## config.mk

```make
export PLATFORM = sky130hd
export DESIGN_NAME = trap_top
export DESIGN_NICKNAME = d
export VERILOG_FILES = /design/src/csr_pkg.sv /design/src/trap_pkg.sv /design/src/csr_trap_if.sv /design/src/clint_timer.sv /design/src/csr_file.sv /design/src/trap_handler.sv /design/src/trap_top.sv
export VERILOG_INCLUDE_DIRS = /design/src
export SDC_FILE = /design/constraint.sdc
export NUM_CORES = 1
export LEC_CHECK = 0
export BUFFER_PORTS_ARGS = -buffer_cell sky130_fd_sc_hd__clkbuf_2
export CELL_PAD_IN_SITES_DETAIL_PLACEMENT = 0
export CELL_PAD_IN_SITES_GLOBAL_PLACEMENT = 1
export CORE_ASPECT_RATIO = 2
export CORE_MARGIN = 2
export CORE_UTILIZATION = 35
export CTS_BUF_LIST = sky130_fd_sc_hd__clkbuf_4 sky130_fd_sc_hd__clkbuf_8 sky130_fd_sc_hd__clkbuf_16
export DETAILED_ROUTE_END_ITERATION = 10
export GPL_TIMING_DRIVEN = 0
export PLACE_DENSITY = 0.78
export SYNTH_ARGS = -nofsm -noshare
export SYNTH_HDL_FRONTEND = slang
export SYNTH_SLANG_ARGS = --single-unit
```

## constraint.sdc

```tcl
create_clock -name clock -period 3.95 [get_ports clock]
set_input_delay 0 -clock clock [delete_from_list [all_inputs] [get_ports clock]]
set_output_delay 0 -clock clock [all_outputs]
set_load 0.03 [all_outputs]
```

## src/trap_cfg.svh

```systemverilog
// register width, exception flag count and interrupt bit positions
`ifndef TRAP_CFG_SVH
`define TRAP_CFG_SVH

`default_nettype none

// machine register width
`define XLEN 64

// one flag per exception code, codes 0 to 15
`define EXCP_W 16

// interrupt bit positions shared by mip and mie
`define IRQ_MSI 3
`define IRQ_MTI 7
`define IRQ_MEI 11

// width of the cause code field
`define CAUSE_W 6

// mtvec mode encodings
`define MTVEC_DIRECT 2'b00
`define MTVEC_VECTORED 2'b01

`default_nettype wire

`endif

```

## src/csr_pkg.sv

```systemverilog
// machine CSR address enum, CSR operation enum and mstatus bit positions
`default_nettype none

package csr_pkg;

  // machine-mode trap CSR numbers
  typedef enum logic [11:0] {
    CSR_MSTATUS = 12'h300,
    CSR_MIE     = 12'h304,
    CSR_MTVEC   = 12'h305,
    CSR_MEPC    = 12'h341,
    CSR_MCAUSE  = 12'h342,
    CSR_MTVAL   = 12'h343,
    CSR_MIP     = 12'h344
  } csr_addr_e;

  // software access kinds, as in csrrw / csrrs / csrrc
  typedef enum logic [1:0] {
    CSR_OP_NONE  = 2'd0,
    CSR_OP_WRITE = 2'd1,
    CSR_OP_SET   = 2'd2,
    CSR_OP_CLEAR = 2'd3
  } csr_op_e;

  // global interrupt enable
  localparam int MSTATUS_MIE = 3;

  // enable saved on trap entry
  localparam int MSTATUS_MPIE = 7;

endpackage

`default_nettype wire

```

## src/trap_pkg.sv

```systemverilog
// exception cause enum, interrupt cause enum and exception flag vector type
`include "trap_cfg.svh"

`default_nettype none

package trap_pkg;

  // synchronous exception codes
  typedef enum logic [`CAUSE_W-1:0] {
    EXC_INST_MISALIGN  = 6'd0,
    EXC_INST_ACCESS    = 6'd1,
    EXC_ILLEGAL_INST   = 6'd2,
    EXC_BREAKPOINT     = 6'd3,
    EXC_LOAD_MISALIGN  = 6'd4,
    EXC_LOAD_ACCESS    = 6'd5,
    EXC_STORE_MISALIGN = 6'd6,
    EXC_STORE_ACCESS   = 6'd7,
    EXC_ECALL_M        = 6'd11,
    EXC_INST_PAGE      = 6'd12,
    EXC_LOAD_PAGE      = 6'd13,
    EXC_STORE_PAGE     = 6'd15
  } excp_cause_e;

  // machine interrupt codes, same as the mip bit index
  typedef enum logic [`CAUSE_W-1:0] {
    IRQ_CODE_MSI = 6'd3,
    IRQ_CODE_MTI = 6'd7,
    IRQ_CODE_MEI = 6'd11
  } irq_cause_e;

  // bit n set means exception code n is raised
  typedef logic [`EXCP_W-1:0] excp_vec_t;

endpackage

`default_nettype wire

```

## src/csr_trap_if.sv

```systemverilog
// CSR read values to the trap handler and trap update strobes back, with modports
`include "trap_cfg.svh"

`timescale 1ns/1ps
`default_nettype none

interface csr_trap_if;

  // current CSR state seen by the handler
  logic [`XLEN-1:0] mstatus;
  logic [`XLEN-1:0] mtvec;
  logic [`XLEN-1:0] mepc;
  logic [`XLEN-1:0] mie;
  logic [`XLEN-1:0] mip;

  // trap entry and exit strobes
  logic             trap_we;
  logic             mret_we;

  // values written on trap entry
  logic [`XLEN-1:0] mepc_wd;
  logic [`XLEN-1:0] mcause_wd;
  logic [`XLEN-1:0] mtval_wd;

  modport csrs (
    output mstatus, mtvec, mepc, mie, mip,
    input  trap_we, mret_we, mepc_wd, mcause_wd, mtval_wd
  );

  modport handler (
    input  mstatus, mtvec, mepc, mie, mip,
    output trap_we, mret_we, mepc_wd, mcause_wd, mtval_wd
  );

endinterface

`default_nettype wire

```

## src/clint_timer.sv

```systemverilog
// free-running mtime, writable mtimecmp and registered timer interrupt
`include "trap_cfg.svh"

`timescale 1ns/1ps
`default_nettype none

module clint_timer (
  input  logic             clock,
  input  logic             reset,
  input  logic             mtimecmp_we,
  input  logic [`XLEN-1:0] mtimecmp_wd,
  output logic             timer_irq
);

  logic [`XLEN-1:0] mtime_q;
  logic [`XLEN-1:0] mtimecmp_q;

  // one tick per cycle
  always_ff @(posedge clock) begin
    if (reset) begin
      mtime_q <= '0;
    end else begin
      mtime_q <= mtime_q + 1'b1;
    end
  end

  // all ones keeps the interrupt off until software arms it
  always_ff @(posedge clock) begin
    if (reset) begin
      mtimecmp_q <= '1;
    end else if (mtimecmp_we) begin
      mtimecmp_q <= mtimecmp_wd;
    end
  end

  // level stays high until mtimecmp moves ahead again
  always_ff @(posedge clock) begin
    if (reset) begin
      timer_irq <= 1'b0;
    end else begin
      timer_irq <= (mtime_q >= mtimecmp_q);
    end
  end

endmodule

`default_nettype wire

```

## src/csr_file.sv

```systemverilog
// machine trap CSRs with software read-modify-write and trap-side updates
`include "trap_cfg.svh"

`timescale 1ns/1ps
`default_nettype none

module csr_file (
  input  logic                clock,
  input  logic                reset,
  input  csr_pkg::csr_op_e    csr_op,
  input  csr_pkg::csr_addr_e  csr_addr,
  input  logic [`XLEN-1:0]    csr_wdata,
  output logic [`XLEN-1:0]    csr_rdata,
  input  logic                soft_irq,
  input  logic                ext_irq,
  input  logic                timer_irq,
  csr_trap_if.csrs            csr
);

  import csr_pkg::*;

  logic [`XLEN-1:0] mstatus_q;
  logic [`XLEN-1:0] mie_q;
  logic [`XLEN-1:0] mtvec_q;
  logic [`XLEN-1:0] mepc_q;
  logic [`XLEN-1:0] mcause_q;
  logic [`XLEN-1:0] mtval_q;
  logic [`XLEN-1:0] mip_val;
  logic             sw_we;
  logic [`XLEN-1:0] sw_wd;

  // new value for csrrw / csrrs / csrrc
  function automatic logic [`XLEN-1:0] csr_modify(
    input csr_op_e          op,
    input logic [`XLEN-1:0] old_val,
    input logic [`XLEN-1:0] operand
  );
    logic [`XLEN-1:0] result;
    case (op)
      CSR_OP_WRITE: result = operand;
      CSR_OP_SET:   result = old_val | operand;
      CSR_OP_CLEAR: result = old_val & ~operand;
      default:      result = old_val;
    endcase
    return result;
  endfunction

  // mip follows the interrupt lines, software writes dropped
  always_comb begin
    mip_val = '0;
    mip_val[`IRQ_MSI] = soft_irq;
    mip_val[`IRQ_MTI] = timer_irq;
    mip_val[`IRQ_MEI] = ext_irq;
  end

  always_comb begin
    case (csr_addr)
      CSR_MSTATUS: csr_rdata = mstatus_q;
      CSR_MIE:     csr_rdata = mie_q;
      CSR_MTVEC:   csr_rdata = mtvec_q;
      CSR_MEPC:    csr_rdata = mepc_q;
      CSR_MCAUSE:  csr_rdata = mcause_q;
      CSR_MTVAL:   csr_rdata = mtval_q;
      CSR_MIP:     csr_rdata = mip_val;
      default:     csr_rdata = '0;
    endcase
  end

  assign sw_we = (csr_op != CSR_OP_NONE);
  assign sw_wd = csr_modify(csr_op, csr_rdata, csr_wdata);

  always_ff @(posedge clock) begin
    if (reset) begin
      mstatus_q <= '0;
      mie_q     <= '0;
      mtvec_q   <= '0;
      mepc_q    <= '0;
      mcause_q  <= '0;
      mtval_q   <= '0;
    end else begin
      // trap entry owns mepc, mcause and mtval
      if (csr.trap_we) begin
        mepc_q   <= csr.mepc_wd;
        mcause_q <= csr.mcause_wd;
        mtval_q  <= csr.mtval_wd;
      end else if (sw_we) begin
        if (csr_addr == CSR_MEPC) mepc_q <= sw_wd;
        if (csr_addr == CSR_MCAUSE) mcause_q <= sw_wd;
        if (csr_addr == CSR_MTVAL) mtval_q <= sw_wd;
      end

      // save MIE on entry, restore it on mret
      if (csr.trap_we) begin
        mstatus_q[MSTATUS_MPIE] <= mstatus_q[MSTATUS_MIE];
        mstatus_q[MSTATUS_MIE]  <= 1'b0;
      end else if (csr.mret_we) begin
        mstatus_q[MSTATUS_MIE]  <= mstatus_q[MSTATUS_MPIE];
        mstatus_q[MSTATUS_MPIE] <= 1'b1;
      end else if (sw_we && csr_addr == CSR_MSTATUS) begin
        mstatus_q <= sw_wd;
      end

      if (sw_we && csr_addr == CSR_MIE) mie_q <= sw_wd;
      if (sw_we && csr_addr == CSR_MTVEC) mtvec_q <= sw_wd;
    end
  end

  assign csr.mstatus = mstatus_q;
  assign csr.mtvec   = mtvec_q;
  assign csr.mepc    = mepc_q;
  assign csr.mie     = mie_q;
  assign csr.mip     = mip_val;

endmodule

`default_nettype wire

```

## src/trap_handler.sv

```systemverilog
// trap cause decode, priority select, jump target and trap CSR update values
`include "trap_cfg.svh"

`timescale 1ns/1ps
`default_nettype none

module trap_handler (
  input  trap_pkg::excp_vec_t excp_flags,
  input  logic [`XLEN-1:0]    pc,
  input  logic [31:0]         inst,
  input  logic [`XLEN-1:0]    mem_addr,
  input  logic                mret,
  csr_trap_if.handler         csr,
  output logic                jump_ena,
  output logic [`XLEN-1:0]    jump_pc,
  output logic                irq_taken,
  output logic [`XLEN-1:0]    cause
);

  import trap_pkg::*;
  import csr_pkg::*;

  logic [`XLEN-1:0]    irq_pend;
  irq_cause_e          irq_code;
  logic                excp_any;
  logic [`CAUSE_W-1:0] excp_code;
  logic                trap_enter;
  logic [`XLEN-1:0]    mtval_val;
  logic [`XLEN-1:0]    cause_val;
  logic [`XLEN-1:0]    mtvec_base;
  logic [`XLEN-1:0]    enter_pc;

  // enabled and pending, gated by global MIE
  assign irq_pend  = csr.mstatus[MSTATUS_MIE] ? (csr.mie & csr.mip) : '0;
  assign irq_taken = irq_pend[`IRQ_MEI] | irq_pend[`IRQ_MSI] | irq_pend[`IRQ_MTI];

  // fixed order mei, msi, mti
  always_comb begin
    if (irq_pend[`IRQ_MEI]) begin
      irq_code = IRQ_CODE_MEI;
    end else if (irq_pend[`IRQ_MSI]) begin
      irq_code = IRQ_CODE_MSI;
    end else begin
      irq_code = IRQ_CODE_MTI;
    end
  end

  // lowest set flag wins
  assign excp_any = |excp_flags;
  always_comb begin
    excp_code = '0;
    for (int i = `EXCP_W - 1; i >= 0; i--) begin
      if (excp_flags[i]) begin
        excp_code = i[`CAUSE_W-1:0];
      end
    end
  end

  assign trap_enter = irq_taken | excp_any;

  // fault address or instruction by exception class
  always_comb begin
    mtval_val = '0;
    if (!irq_taken) begin
      case (excp_code)
        EXC_INST_MISALIGN, EXC_INST_ACCESS, EXC_INST_PAGE: begin
          mtval_val = pc;
        end
        EXC_ILLEGAL_INST: begin
          mtval_val = {{(`XLEN - 32){1'b0}}, inst};
        end
        EXC_LOAD_MISALIGN, EXC_LOAD_ACCESS, EXC_LOAD_PAGE,
        EXC_STORE_MISALIGN, EXC_STORE_ACCESS, EXC_STORE_PAGE: begin
          mtval_val = mem_addr;
        end
        default: begin
          mtval_val = '0;
        end
      endcase
    end
  end

  // interrupt flag in the top bit
  always_comb begin
    cause_val = '0;
    cause_val[`CAUSE_W-1:0] = irq_taken ? irq_code : excp_code;
    cause_val[`XLEN-1] = irq_taken;
  end

  // vectored mode only offsets interrupts
  assign mtvec_base = {csr.mtvec[`XLEN-1:2], 2'b00};
  always_comb begin
    if (csr.mtvec[1:0] == `MTVEC_VECTORED && irq_taken) begin
      enter_pc = mtvec_base + {{(`XLEN - `CAUSE_W - 2){1'b0}}, irq_code, 2'b00};
    end else begin
      enter_pc = mtvec_base;
    end
  end

  // trap entry has priority over a return in the same cycle
  assign jump_ena = trap_enter | mret;
  assign jump_pc  = trap_enter ? enter_pc : csr.mepc;
  assign cause    = trap_enter ? cause_val : '0;

  assign csr.trap_we   = trap_enter;
  assign csr.mret_we   = mret & ~trap_enter;
  assign csr.mepc_wd   = pc;
  assign csr.mcause_wd = cause_val;
  assign csr.mtval_wd  = mtval_val;

endmodule

`default_nettype wire

```

## src/trap_top.sv

```systemverilog
// trap subsystem top with timer, machine CSR file and trap handler
`include "trap_cfg.svh"

`timescale 1ns/1ps
`default_nettype none

module trap_top (
  input  logic                clock,
  input  logic                reset,
  input  trap_pkg::excp_vec_t excp_flags,
  input  logic [`XLEN-1:0]    pc,
  input  logic [31:0]         inst,
  input  logic [`XLEN-1:0]    mem_addr,
  input  logic                mret,
  input  logic                soft_irq,
  input  logic                ext_irq,
  input  logic                mtimecmp_we,
  input  logic [`XLEN-1:0]    mtimecmp_wd,
  input  csr_pkg::csr_op_e    csr_op,
  input  csr_pkg::csr_addr_e  csr_addr,
  input  logic [`XLEN-1:0]    csr_wdata,
  output logic [`XLEN-1:0]    csr_rdata,
  output logic                jump_ena,
  output logic [`XLEN-1:0]    jump_pc,
  output logic                irq_taken,
  output logic [`XLEN-1:0]    cause
);

  logic timer_irq;

  // CSR state out, trap updates in
  csr_trap_if trap_bus ();

  clint_timer timer_i (
    .clock       (clock),
    .reset       (reset),
    .mtimecmp_we (mtimecmp_we),
    .mtimecmp_wd (mtimecmp_wd),
    .timer_irq   (timer_irq)
  );

  csr_file csrs_i (
    .clock     (clock),
    .reset     (reset),
    .csr_op    (csr_op),
    .csr_addr  (csr_addr),
    .csr_wdata (csr_wdata),
    .csr_rdata (csr_rdata),
    .soft_irq  (soft_irq),
    .ext_irq   (ext_irq),
    .timer_irq (timer_irq),
    .csr       (trap_bus.csrs)
  );

  trap_handler handler_i (
    .excp_flags (excp_flags),
    .pc         (pc),
    .inst       (inst),
    .mem_addr   (mem_addr),
    .mret       (mret),
    .csr        (trap_bus.handler),
    .jump_ena   (jump_ena),
    .jump_pc    (jump_pc),
    .irq_taken  (irq_taken),
    .cause      (cause)
  );

endmodule

`default_nettype wire
```

==> summary.md <==
| Metric | Value |
|---|---|
| Outcome | `finished with violations` |
| Violated checks | `max-capacitance violations, max-slew violations, negative setup slack` |
| Die Y | `423.4 um` |
| GPL Wtd Cong | `between 1 and 1.5` |
| Worst hold endpoint | `csrs_i.csr.mepc[23]$_SDFFE_PP0P_` |
| Total die area | `90480 um^2` |
| Sw frac | `roughly 30%` |
| Core Box Area | `87100 um^2` |
| Count leader, synth | `nand2_1` |
| Post-Syn Area per Cell | `7.595 um^2` |
| Crit path cell chain | `clkbuf_2 > nand4bb_1 > nor4_2 > buf_2 > nand2_1 > nor2_4 > clkbuf_1 > o221ai_1 > a21oi_1 > dlygate4sd3_1` |
| Initial DRT Pass Iterations | `6` |
| Drt initial violations | `3668` |
| Port Buf Inserts | `~420` |
| Synth Area in Adders | `~2.8%` |
| First-pass GRT wire length | `273100 um` |
| Pins Over Slew Limit | `between 80 and 90` |
| Effective utilization at floorplan | `35.34%` |
| CTS tree | `yes` |
| CTS buffer count | `53` |
| Netlist Area Pre-Place | `approximately 31000 um^2` |
| Crit. End Element | `flip-flop` |
| Via Count | `37780` |
| CTS Root Cell | `clkbuf_16` |
| Largest family of logic cells by synthesized area | `compound AO/OA/AOI/OAI gates` |
| Crit path launch | `csr_addr[11]` |
| Critical path launch point type | `input pin` |
| Flop2flop setup slack | `-0.07 ns` |
| Finished Layout Cells | `6132` |
| XOR/XNOR Fraction of Synth Area | `4.012%` |
| Combinational power share | `14.4%` |
| Min cycle time layout | `just over 4 ns` |
| Synth Area in Compound Gates | `26.52%` |
| WL/cell | `32.00 um` |
| Hold Startpoint | `pc[23]` |
| Crit path setup slack, layout | `-0.1277 ns` |
| Fraction of layout cells with a size suffix above 1 | `15.71%` |
| Row cnt | `153` |
| Total power draw | `12.83 mW` |
| Reg power frac | `42.0%` |
| R2R cell count | `11` |
| Final period util | `103.2%` |
| Placed inst area | `~35000 um^2` |
| Main synth FF type | `dfxtp_1` |
| R2r startpoint | `csrs_i.csr.mie[11]$_SDFFE_PP0P_` |
| Final setup viols | `29` |
| EDFF count, synth | `0` |
| Post-synthesis sequential area ratio | `33.36%` |
| Synth area leaders | `dfxtp_1, nand2_1, a21oi_1` |
| Int Pwr | `~9 mW` |
| Via/cell ratio | `6.161` |
| Max Cap Viol | `8` |
| Worst-Skew Late Latency | `0.70 ns` |
| Worst hold path class | `input pin to flip-flop` |
| P_leak | `16.49 nW` |
| Fraction of registers with async set/reset | `0%` |
| Final hold violations | `0` |
| Worst-margin pin slew | `roughly 1.6 ns` |
| Synth cell types | `84` |
| Clock power frac | `43.6%` |
| Vias in the first global route | `~38000` |
| Post-synthesis mux area share | `2.634%` |
| H-tree Lvls | `2` |
| Hold Worst Slack | `0.05169 ns` |
| CP Data Required Time | `4.55 ns` |
| Synth Area in Simple Gates | `around 23%` |
| Most instantiated cells after synthesis | `nand2_1, dfxtp_1, clkbuf_1` |
| Die span in x | `213.7 um` |
| Fillers | `9064` |
| Routed WL | `between 150000 and 200000 um` |
| Layout area overhead | `29.87%` |
| All-Layer GR Usage | `42.99%` |
| Antenna violations before repair | `19` |
| Cell accounting for the most synthesized area | `dfxtp_1` |
| Clk_skew | `0.05536 ns` |
| Crit path max fanout | `10` |
| Ys Warns | `0` |
| Relative slew slack | `-7.788%` |
| R2R Path End | `csrs_i.csr.mstatus[22]$_SDFFE_PP0P_` |
| Worst hold path depth | `4` |
| Slowest CP cell | `nor4_2` |
| CP arrival | `4.67 ns` |
| Clock Tree Buf Depth | `3` |
| Peak supply drop | `around 0.36 mV` |
| Worst setup path category | `input pin to flip-flop` |
| Synth Instances | `about 4000` |
| Net switching power | `approximately 3.8 mW` |
| Final ANT Viol Nets | `0` |
| Residual DRC count | `0` |
| Pin count of the biggest net entering global routing | `15` |
| Ports | `around 520` |
| PD cells | `321.0 nW/um^2` |
| Synth top area share | `33.36%` |
| HPWL Detailed | `around 140000 um` |
| Synthesis-stage register bit count | `513` |
| Maximum clock rate | `around 250 MHz` |
| Clock-pin slew on the worst setup and hold paths | `0.07 ns` |
| Placed cells | `5702` |
| CP max stage delay | `0.75 ns` |
| Overflow after GRT | `0` |
| Design area | `39980 um^2` |
| Nets | `5305` |
| Clk sinks | `slightly above 500` |
flip-flops by register name, indices dropped and copies added, names as in the netlist:
register and count:
csrs_i.csr.mtvec 64, timer_i.mtimecmp_q 64, timer_i.timer_irq 1, timer_i.mtime_q 64, csrs_i.csr.mie 64, csrs_i.csr.mstatus 64, csrs_i.mtval_q 64, csrs_i.csr.mepc 64
csrs_i.mcause_q 64
repair_timing:
action                                 4_1_cts  5_1_grt
setup buffers                               16        3
endpoints found under the hold margin      428        2
pin swaps                                    7        6
gates resized for setup                     40       67
setup endpoints to repair                  281      235
hold buffers                               300        2
stage by stage:
step                setup TNS, ns  setup slack (ns)  utilization, %
floorplan                       0            0.8731               -
global placement          -270.06            -1.220           39.70
detailed placement        -232.57            -1.227           39.80
CTS                             0          0.004417           45.61
global route             -0.02866          -0.02672           45.86
finish                     -1.054           -0.1277           45.90
placed cells by master (no fill, tap or decap), types with 68 or more instances in the layout:
master / Yosys / final
a211oi_1: 81 / 81
a21oi_1: 278 / 277
buf_4: 61 / 80
clkbuf_1: 290 / 259
clkbuf_2: 0 / 448
dfxtp_1: 513 / 507
dlygate4sd3_1: 0 / 302
ha_1: 68 / 68
inv_1: 162 / 162
nand2_1: 745 / 742
nand3_1: 193 / 192
nand4_1: 86 / 86
nor2_1: 245 / 240
o211ai_1: 118 / 118
o21ai_0: 142 / 133
o221ai_1: 69 / 69
xnor2_1: 75 / 74
how the worst max path moves through the flow:
| stage | slack [ns] | endpoint | depth (start not counted) |
|---|---|---|---|
| CTS | 0.004 | jump_pc[55] | 12 |
| floorplan | 0.87 | jump_pc[42] | 11 |
| global route | -0.03 | jump_pc[61] | 10 |
| global placement | -1.22 | csrs_i.mtval_q[18]$_SDFFE_PP0P_ | 9 |
| detailed placement | -1.23 | csrs_i.csr.mstatus[22]$_SDFFE_PP0P_ | 9 |
| finish | -0.13 | csrs_i.csr.mepc[51]$_SDFFE_PP0P_ | 10 |
per-layer routing:
| metal | GRT usage (%) | vias to the layer above | part of all wire [%] |
|---|---|---|---|
| li1 | - | 16280 | - |
| met1 | 39.56 | 17700 | 31 |
| met2 | 67.78 | 2625 | 45 |
| met3 | 17.65 | 1159 | 11 |
| met4 | 46.90 | 12 | 13 |
| met5 | 1.001 | - | 0.11 |
logic make-up (layout without fill, tap and decap cells):
group | after synthesis | in the layout
other cells | 1 | 76
mux | 77 | 77
xor+xnor | 141 | 141
simple gates | 1527 | 1527
fa+ha+maj | 68 | 68
compound gates | 1157 | 1157
flops | 513 | 513
buf+inv | 569 | 1411
critical path: cells and delay by family:
family / cells / cell delay (ns)
buf+inv: 4 / 1.94
simple gates: 4 / 2.31
compound gates: 2 / 0.38
layout make-up:
class	count	area [um^2]	share of cell area [%]
Timing Repair Buffer	751	5409	13.53
Antenna cell	17	42.54	0.1064
Sequential cell	513	10280	25.71
Inverter	162	608.1	1.521
Multi-Input combinational cell	3029	18530	46.36
Buffer	403	1834	4.588
Tap cell	1162	1454	3.637
Clock inverter	23	257.7	0.6447
Clock buffer	72	1562	3.906
power by group through the flow:
stage	Clock, mW	Combinational (mW)	Sequential (mW)
floorplan	0	0.827	5.47
global placement	0	1.47	5.50
detailed placement	0	1.49	5.50
CTS	5.55	1.74	5.39
global route	5.72	1.92	5.40
finish	5.60	1.84	5.39
No activity file was read; power rests on OpenSTA's default activity.
